## config.mk

```make
export PLATFORM = sky130hd
export DESIGN_NAME = rda_top
export DESIGN_NICKNAME = d
export VERILOG_FILES = /design/src/design/rda_pkg.sv /design/src/design/rda_core.sv /design/src/design/rda_prefix_stage.sv /design/src/design/rda_result_buffer.sv /design/src/design/rda_top.sv
export SDC_FILE = /design/constraint.sdc
export NUM_CORES = 1
export LEC_CHECK = 0
export BUFFER_PORTS_ARGS = -buffer_cell sky130_fd_sc_hd__buf_2
export CORE_MARGIN = 4
export CORE_UTILIZATION = 40
export CTS_BUF_LIST = sky130_fd_sc_hd__clkbuf_8
export DETAILED_ROUTE_END_ITERATION = 7
export PLACE_DENSITY = 0.64
export SYNTH_ARGS = -nofsm -noshare
export SYNTH_HDL_FRONTEND = slang
export SYNTH_SLANG_ARGS = --single-unit
```

## constraint.sdc

```tcl
create_clock -name clk -period 16.76 [get_ports clk]
set_input_delay 0 -clock clk [delete_from_list [all_inputs] [get_ports clk]]
set_output_delay 0 -clock clk [all_outputs]
set_load 0.1 [all_outputs]
```

## src/design/rda_pkg.sv

```systemverilog
// Recursive doubling adder package with widths, KGP codes and pipeline structs
package rda_pkg;

	// Operand and result widths
	localparam int DATA_WIDTH = 64;
	localparam int SUM_WIDTH = DATA_WIDTH + 1;

	// Carry-in is symbol 0 and operand bit i is symbol i+1
	localparam int NUM_SYMBOLS = DATA_WIDTH + 1;

	// Distances 1, 2, 4, 8, 16, 32 with two levels per stage
	localparam int PREFIX_LEVELS = 6;
	localparam int PREFIX_STAGES = PREFIX_LEVELS / 2;

	// Encode register, prefix stages, sum register
	localparam int CORE_LATENCY = PREFIX_STAGES + 2;

	// Result buffer and output credits
	localparam int RESULT_DEPTH = 8;
	localparam int OUT_CREDIT_INIT = 4;
	localparam int PTR_WIDTH = $clog2(RESULT_DEPTH);
	localparam int COUNT_WIDTH = $clog2(RESULT_DEPTH + 1);
	localparam int CREDIT_WIDTH = $clog2(OUT_CREDIT_INIT + 1);

	// KGP symbol with the generate bit on top
	typedef logic [1:0] kgp_t;

	localparam kgp_t KGP_KILL = 2'b00;
	localparam kgp_t KGP_PROP = 2'b01;
	localparam kgp_t KGP_GEN = 2'b11;

	typedef struct packed {
		logic [DATA_WIDTH-1:0] a;
		logic [DATA_WIDTH-1:0] b;
		logic                  cin;
	} add_req_t;

	typedef struct packed {
		logic                         valid;
		kgp_t [NUM_SYMBOLS-1:0]       sym;
		logic [DATA_WIDTH-1:0]        prop;
	} prefix_bus_t;

	typedef struct packed {
		logic [SUM_WIDTH-1:0] sum;
	} add_rsp_t;

	// Kill or generate above wins and propagate takes the lower symbol
	function automatic kgp_t kgp_combine(kgp_t hi, kgp_t lo);
		kgp_t res;
		if (hi[1] != hi[0])
			res = lo;
		else
			res = hi;
		return res;
	endfunction

endpackage

```

## src/design/rda_core.sv

```systemverilog
// Adder core with KGP encoding, pipelined doubling network and sum formation
`timescale 1ns/1ps

module rda_core (
	input  logic              clk,
	input  logic              rst,
	input  rda_pkg::add_req_t req,
	input  logic              req_valid,
	output rda_pkg::add_rsp_t rsp,
	output logic              rsp_valid
);
	import rda_pkg::*;

	kgp_t [NUM_SYMBOLS-1:0] enc_sym;
	prefix_bus_t            enc_bus;
	prefix_bus_t            stage_bus [PREFIX_STAGES+1];

	logic [DATA_WIDTH-1:0]  carry;
	kgp_t                   top_sym;
	logic                   carry_out;

	// Operand bit pairs to KGP with the carry-in as kill or generate
	always_comb begin
		enc_sym[0] = req.cin ? KGP_GEN : KGP_KILL;
		for (int i = 0; i < DATA_WIDTH; i++) begin
			if (req.a[i] ^ req.b[i])
				enc_sym[i+1] = KGP_PROP;
			else if (req.a[i])
				enc_sym[i+1] = KGP_GEN;
			else
				enc_sym[i+1] = KGP_KILL;
		end
	end

	always_ff @(posedge clk) begin
		if (rst)
			enc_bus.valid <= 1'b0;
		else
			enc_bus.valid <= req_valid;
		enc_bus.sym <= enc_sym;
		enc_bus.prop <= req.a ^ req.b;
	end

	assign stage_bus[0] = enc_bus;

	// Distances 1/2, 4/8, 16/32
	for (genvar s = 0; s < PREFIX_STAGES; s++) begin : g_stage
		rda_prefix_stage #(
			.FIRST_DIST(1 << (2 * s))
		) u_stage (
			.clk     (clk),
			.rst     (rst),
			.bus_in  (stage_bus[s]),
			.bus_out (stage_bus[s+1])
		);
	end

	// Symbols 0..63 are resolved, so their generate bits are the carries
	always_comb begin
		for (int i = 0; i < DATA_WIDTH; i++) begin
			carry[i] = stage_bus[PREFIX_STAGES].sym[i][1];
		end
	end

	// Symbol 64 reaches back to symbol 1 only, so fold in the carry-in
	assign top_sym = kgp_combine(stage_bus[PREFIX_STAGES].sym[DATA_WIDTH],
		stage_bus[PREFIX_STAGES].sym[0]);
	assign carry_out = top_sym[1];

	always_ff @(posedge clk) begin
		if (rst)
			rsp_valid <= 1'b0;
		else
			rsp_valid <= stage_bus[PREFIX_STAGES].valid;
		rsp.sum <= {carry_out, stage_bus[PREFIX_STAGES].prop ^ carry};
	end

	// Fixed pipeline with no stalls and no drops
	a_core_latency: assert property (@(posedge clk) disable iff (rst)
		rsp_valid == $past(req_valid, CORE_LATENCY))
		else $error("core valid does not follow request by CORE_LATENCY");

endmodule

```

## src/design/rda_prefix_stage.sv

```systemverilog
// KGP prefix stage with two doubling levels and an output register
`timescale 1ns/1ps

module rda_prefix_stage #(
	parameter int FIRST_DIST = 1
) (
	input  logic                 clk,
	input  logic                 rst,
	input  rda_pkg::prefix_bus_t bus_in,
	output rda_pkg::prefix_bus_t bus_out
);
	import rda_pkg::*;

	localparam int SECOND_DIST = 2 * FIRST_DIST;

	kgp_t [NUM_SYMBOLS-1:0] lvl1;
	kgp_t [NUM_SYMBOLS-1:0] lvl2;

	// First level at FIRST_DIST
	for (genvar i = 0; i < NUM_SYMBOLS; i++) begin : g_lvl1
		if (i >= FIRST_DIST) begin : g_comb
			assign lvl1[i] = kgp_combine(bus_in.sym[i], bus_in.sym[i-FIRST_DIST]);
		end else begin : g_pass
			assign lvl1[i] = bus_in.sym[i];
		end
	end

	// Second level at twice the distance
	for (genvar i = 0; i < NUM_SYMBOLS; i++) begin : g_lvl2
		if (i >= SECOND_DIST) begin : g_comb
			assign lvl2[i] = kgp_combine(lvl1[i], lvl1[i-SECOND_DIST]);
		end else begin : g_pass
			assign lvl2[i] = lvl1[i];
		end
	end

	always_ff @(posedge clk) begin
		if (rst)
			bus_out.valid <= 1'b0;
		else
			bus_out.valid <= bus_in.valid;
		bus_out.sym <= lvl2;
		bus_out.prop <= bus_in.prop;
	end

endmodule

```

## src/design/rda_result_buffer.sv

```systemverilog
// Result FIFO with output credit counter and input credit return
`timescale 1ns/1ps

module rda_result_buffer (
	input  logic              clk,
	input  logic              rst,
	input  rda_pkg::add_rsp_t push_data,
	input  logic              push,
	output rda_pkg::add_rsp_t rsp,
	output logic              rsp_valid,
	input  logic              rsp_credit,
	output logic              req_credit
);
	import rda_pkg::*;

	add_rsp_t                mem [RESULT_DEPTH];
	logic [PTR_WIDTH-1:0]    wr_ptr;
	logic [PTR_WIDTH-1:0]    rd_ptr;
	logic [COUNT_WIDTH-1:0]  count;
	logic [CREDIT_WIDTH-1:0] credits;
	logic                    pop;

	function automatic logic [PTR_WIDTH-1:0] ptr_next(logic [PTR_WIDTH-1:0] ptr);
		logic [PTR_WIDTH-1:0] nxt;
		if (ptr == PTR_WIDTH'(RESULT_DEPTH - 1))
			nxt = '0;
		else
			nxt = ptr + 1'b1;
		return nxt;
	endfunction

	// Send whenever a result waits and the consumer has granted room
	assign pop = (count != '0) && (credits != '0);
	assign rsp_valid = pop;
	assign rsp = mem[rd_ptr];

	// Each result leaving frees one slot for the producer
	assign req_credit = pop;

	always_ff @(posedge clk) begin
		if (push)
			mem[wr_ptr] <= push_data;
	end

	always_ff @(posedge clk) begin
		if (rst) begin
			wr_ptr <= '0;
			rd_ptr <= '0;
			count <= '0;
		end else begin
			if (push)
				wr_ptr <= ptr_next(wr_ptr);
			if (pop)
				rd_ptr <= ptr_next(rd_ptr);
			case ({push, pop})
				2'b10: count <= count + 1'b1;
				2'b01: count <= count - 1'b1;
				default: count <= count;
			endcase
		end
	end

	// Output credits granted and spent in the same cycle cancel out
	always_ff @(posedge clk) begin
		if (rst) begin
			credits <= CREDIT_WIDTH'(OUT_CREDIT_INIT);
		end else begin
			case ({rsp_credit, pop})
				2'b10: credits <= credits + 1'b1;
				2'b01: credits <= credits - 1'b1;
				default: credits <= credits;
			endcase
		end
	end

	// Producer credits must keep the buffer from overflowing
	a_no_overflow: assert property (@(posedge clk) disable iff (rst)
		push |-> (count != COUNT_WIDTH'(RESULT_DEPTH)))
		else $error("push into a full result buffer");

	// Consumer never returns more than it was given
	a_credit_bound: assert property (@(posedge clk) disable iff (rst)
		credits <= CREDIT_WIDTH'(OUT_CREDIT_INIT))
		else $error("output credit count above its initial value");

endmodule

```

## src/design/rda_top.sv

```systemverilog
// Adder top with the pipelined core feeding the credit-controlled result buffer
`timescale 1ns/1ps

module rda_top (
	input  logic              clk,
	input  logic              rst,
	input  rda_pkg::add_req_t req,
	input  logic              req_valid,
	output logic              req_credit,
	output rda_pkg::add_rsp_t rsp,
	output logic              rsp_valid,
	input  logic              rsp_credit
);
	import rda_pkg::*;

	add_rsp_t core_rsp;
	logic     core_valid;

	rda_core u_core (
		.clk       (clk),
		.rst       (rst),
		.req       (req),
		.req_valid (req_valid),
		.rsp       (core_rsp),
		.rsp_valid (core_valid)
	);

	// Buffer room is guaranteed by the producer credits
	rda_result_buffer u_buffer (
		.clk        (clk),
		.rst        (rst),
		.push_data  (core_rsp),
		.push       (core_valid),
		.rsp        (rsp),
		.rsp_valid  (rsp_valid),
		.rsp_credit (rsp_credit),
		.req_credit (req_credit)
	);

endmodule

```

==> metrics.txt <==
# TYPE chip_impl_metric gauge
chip_impl_info{name="outcome",value="finished, final reports clean"} 1
chip_impl_metric{name="drc_errors",unit=""} 0
chip_impl_metric{name="power_switching",unit="W"} 0.00258
chip_impl_metric{name="drt_wl_total",unit="mm"} 92.9
chip_impl_metric{name="worst_ep_required_time",unit="ns"} 16.76
chip_impl_metric{name="final_min_period_over_clock_period",unit="%"} 23.1
chip_impl_metric{name="post-place-cells",unit=""} 4413
chip_impl_metric{name="via_count",unit=""} 23800
chip_impl_metric{name="synthToLayoutAreaGrowth",unit="%"} 20.9
chip_impl_metric{name="final_cells",unit=""} 5111
chip_impl_metric{name="first_pass_iters",unit=""} 5
chip_impl_metric{name="finalCriticalPeriod",unit="ns"} 3.87
chip_impl_metric{name="fmax",unit="GHz"} 0.258
chip_impl_metric{name="async_reset_ff_share",unit="%"} 0
chip_impl_metric{name="routed_via_density",unit=""} 4.65
chip_impl_metric{name="number_of_flops_mapped_to_enable_cells_by_yosys",unit=""} 520
chip_impl_metric{name="drt-initial-drc-count",unit=""} 1226
chip_impl_metric{name="synth_area_per_cell",unit="sq um"} 15.6
chip_impl_metric{name="number_of_rows_created_at_floorplan",unit=""} 123
chip_impl_metric{name="timing.reg2reg.worst_path_depth",unit=""} 3
chip_impl_metric{name="crit_arrival",unit="ns"} 3.87
chip_impl_metric{name="whs_path_depth",unit=""} 6
chip_impl_info{name="most_used_flip_flop_cell_after_synthesis",value="dfxtp_1"} 1
chip_impl_metric{name="largest_net_degree_at_the_start_of_global_routing",unit=""} 71
chip_impl_metric{name="port_buffers",unit=""} 199
chip_impl_metric{name="tritoncts_buffers",unit=""} 197
chip_impl_metric{name="worst_hold_slack",unit="ns"} 0.265
chip_impl_metric{name="final_stage_net_count",unit=""} 3583
chip_impl_metric{name="floorplan.die.height",unit="microns"} 345
chip_impl_metric{name="layout.core_utilization",unit="%"} 48.8
chip_impl_metric{name="worst_pin_slew",unit="ns"} 1.05
chip_impl_metric{name="first_pass_grt_wire_length",unit="mm"} 144
chip_impl_metric{name="postSynthNetCount",unit=""} 3047
chip_impl_metric{name="irDropWorstVdd",unit="V"} 0.000108
chip_impl_info{name="min_path_type",value="in -> reg"} 1
chip_impl_info{name="clk_root_buffer_cell",value="clkbuf_8"} 1
chip_impl_metric{name="clock_path_buffers",unit=""} 3
chip_impl_metric{name="internal_power",unit="W"} 0.00586
chip_impl_metric{name="final_number_of_max_transition_violations",unit=""} 0
chip_impl_metric{name="sequential_to_total_area_share_from_yosys_stat",unit="%"} 68.6
chip_impl_info{name="tritoncts",value="built"} 1
chip_impl_metric{name="power.combinational.fraction",unit="%"} 19.7
chip_impl_metric{name="finalSetupTns",unit="ns"} 0
chip_impl_metric{name="finalClockSkew",unit="ns"} 0.0435
chip_impl_info{name="critPathKind",value="reg -> out"} 1
chip_impl_metric{name="worst_skew_pair.late_latency",unit="ns"} 0.86
chip_impl_metric{name="cts-resized-gates",unit=""} 0
chip_impl_info{name="type_of_element_launching_the_critical_path",value="register"} 1
chip_impl_metric{name="hpwlAfterDp",unit="mm"} 59.6
chip_impl_metric{name="placed_cell_area",unit="sq um"} 47500
chip_impl_metric{name="number_of_antenna_violations_at_the_first_check_in_global_routing",unit=""} 8
chip_impl_metric{name="power.static_leakage",unit="nW"} 19.7
chip_impl_metric{name="r2r_setup_slack",unit="ns"} 13.98
chip_impl_metric{name="placeableCoreArea",unit="sq um"} 113000
chip_impl_metric{name="mappedNetlistArea",unit="sq um"} 45500
chip_impl_metric{name="clock_sinks",unit=""} 1297
chip_impl_metric{name="first_global_vias",unit=""} 25000
chip_impl_metric{name="power-per-cell-area",unit="nW/um^2"} 154
chip_impl_metric{name="avgRoutedWirePerCell",unit="microns"} 18.2
chip_impl_metric{name="p_sw_share",unit="%"} 30.5
chip_impl_metric{name="globalplace.congestion",unit=""} 0.770
chip_impl_metric{name="h-tree-depth",unit=""} 4
chip_impl_metric{name="pwr-share-seq",unit="%"} 49.1
chip_impl_metric{name="drv_cap",unit=""} 0
chip_impl_metric{name="stdcell_area",unit="sq um"} 55000
chip_impl_metric{name="design.die.area",unit="sq um"} 119000
chip_impl_metric{name="setup_viol_count_final",unit=""} 0
chip_impl_metric{name="maximum_fanout_encountered_on_the_critical_timing_path",unit=""} 50
chip_impl_metric{name="finalHoldViolCount",unit=""} 0
chip_impl_metric{name="synthCells",unit=""} 2905
chip_impl_metric{name="ports_placed_on_the_boundary",unit=""} 200
chip_impl_info{name="rsz0062_at_grt",value="no"} 1
chip_impl_info{name="worst_setup_path_end_kind",value="output port"} 1
chip_impl_metric{name="layout-drive-gt1-share",unit="%"} 24.9
chip_impl_metric{name="chip_width",unit="microns"} 345
chip_impl_metric{name="netlist-cell-type-count",unit=""} 37
chip_impl_metric{name="grt-ovfl-total",unit=""} 0
chip_impl_metric{name="clkSlewWorstSetupHoldPaths",unit="ns"} 0.06
chip_impl_metric{name="max_slew_margin",unit="%"} 30.0
chip_impl_metric{name="antenna_left",unit=""} 0
chip_impl_metric{name="ys_seq_elements",unit=""} 1297
chip_impl_metric{name="power_frac_clock",unit="%"} 31.2
chip_impl_metric{name="yosysWarnings",unit=""} 0
chip_impl_metric{name="start_util",unit="%"} 40.4
chip_impl_metric{name="grt.total_usage",unit="%"} 15.6
[routing by layer]
layer	part of all wire (%)	global-route usage, %	vias up
li1	-	-	11600
met1	44	20.1	11500
met2	49	26.1	477
met3	4.4	3.18	160
met4	2.5	5.65	0
met5	0	0	-
[final cells by class]
class	instances	area, sq um
sequential	1297	31200
tap	1500	1880
clock buffer	247	3400
timing repair buffer	544	4410
clock inverter	117	790
inverter	5	18.8
multi-input combinational	1396	13300
fill	9695	57700
antenna	5	12.5
[flip-flops by register name (all words and copies together) (netlist names), named ones only]
register	count
u_buffer.rd_ptr	3
u_core.rsp_valid	1
u_buffer.count	4
u_core.g_stage.u_stage.bus_out	501
u_buffer.credits	3
u_core.enc_bus	194
u_buffer.wr_ptr	3
u_buffer.mem	520
u_core.rsp	65
[path summary, 6_finish.rpt]
path / startpoint / endpoint
max: register / rsp[40]
min: rsp_credit / u_buffer.credits[0]$_SDFFE_PP0P_
max reg2reg: u_core.rsp_valid$_SDFF_PP0_ / u_buffer.mem[6][5]$_DFFE_PP_
min reg2reg: u_core.enc_bus[4]$_DFF_P_ / u_core.g_stage[0].u_stage.bus_out[4]$_DFF_P_
[metrics by stage]
step | power [W] | setup WS [ns]
floorplan | 0.00541 | 11.26
global placement | 0.00581 | 13.69
detailed placement | 0.00583 | 13.63
CTS | 0.00855 | 12.65
global route | 0.00885 | 12.52
finish | 0.00844 | 12.89
[synthesized netlist by cell type, types with 6 or more instances]
library cell,n,area [sq um]
o21ai_0,61,305
buf_6,14,158
xnor2_1,15,131
ha_1,8,100
mux2_2,66,743
nand2_1,55,206
o221ai_1,10,87.6
maj3_2,114,1280
edfxtp_1,520,15600
and2_1,64,400
clkbuf_1,73,274
maj3_1,422,4220
a31oi_1,14,87.6
o22ai_1,17,106
xor2_1,133,1160
nor2_1,107,402
buf_2,113,566
dfxtp_1,777,15600
mux4_2,130,2930
nor2b_1,6,37.5
or2_2,64,400
a21oi_1,84,420
[repair_timing]
item / in CTS / in global routing
hold endpoints to repair: 214 / 0
setup buffers: 0 / 0
endpoints found under the setup margin: 0 / 0
hold buffers: 329 / 0
[cells in the final DEF (no fill, tap or decap), types with 101 or more instances in the layout]
cell           netlist  final
buf_2              113    199
clkbuf_8             0    247
dfxtp_1            777    774
dlygate4sd3_1        0    329
edfxtp_1           520    520
maj3_1             422    422
maj3_2             114    114
mux4_2             130    130
nor2_1             107    101
xor2_1             133    133
[power by group through the flow]
| stage | clock network, W | logic, W | registers (W) |
|---|---|---|---|
| floorplan | 0 | 0.00141 | 0.00400 |
| global placement | 0 | 0.00160 | 0.00420 |
| detailed placement | 0 | 0.00161 | 0.00422 |
| CTS | 0.00271 | 0.00169 | 0.00416 |
| global route | 0.00287 | 0.00177 | 0.00421 |
| finish | 0.00263 | 0.00166 | 0.00415 |
[worst max-delay path, stage by stage, from the launching register on]
cell and delay (ns):
dfxtp_4 0.86, buf_4 0.89, mux4_2 0.60, mux2_2 0.32
buf_2 0.31
[kinds of logic after synthesis]
logic type | synth area share, %
flops | 68.6
mux | 8.16
xor+xnor | 2.85
simple gates | 3.34
buf+inv | 2.30
compound gates | 2.38
fa+ha+maj | 12.4
(Power assumes the default switching activity.)
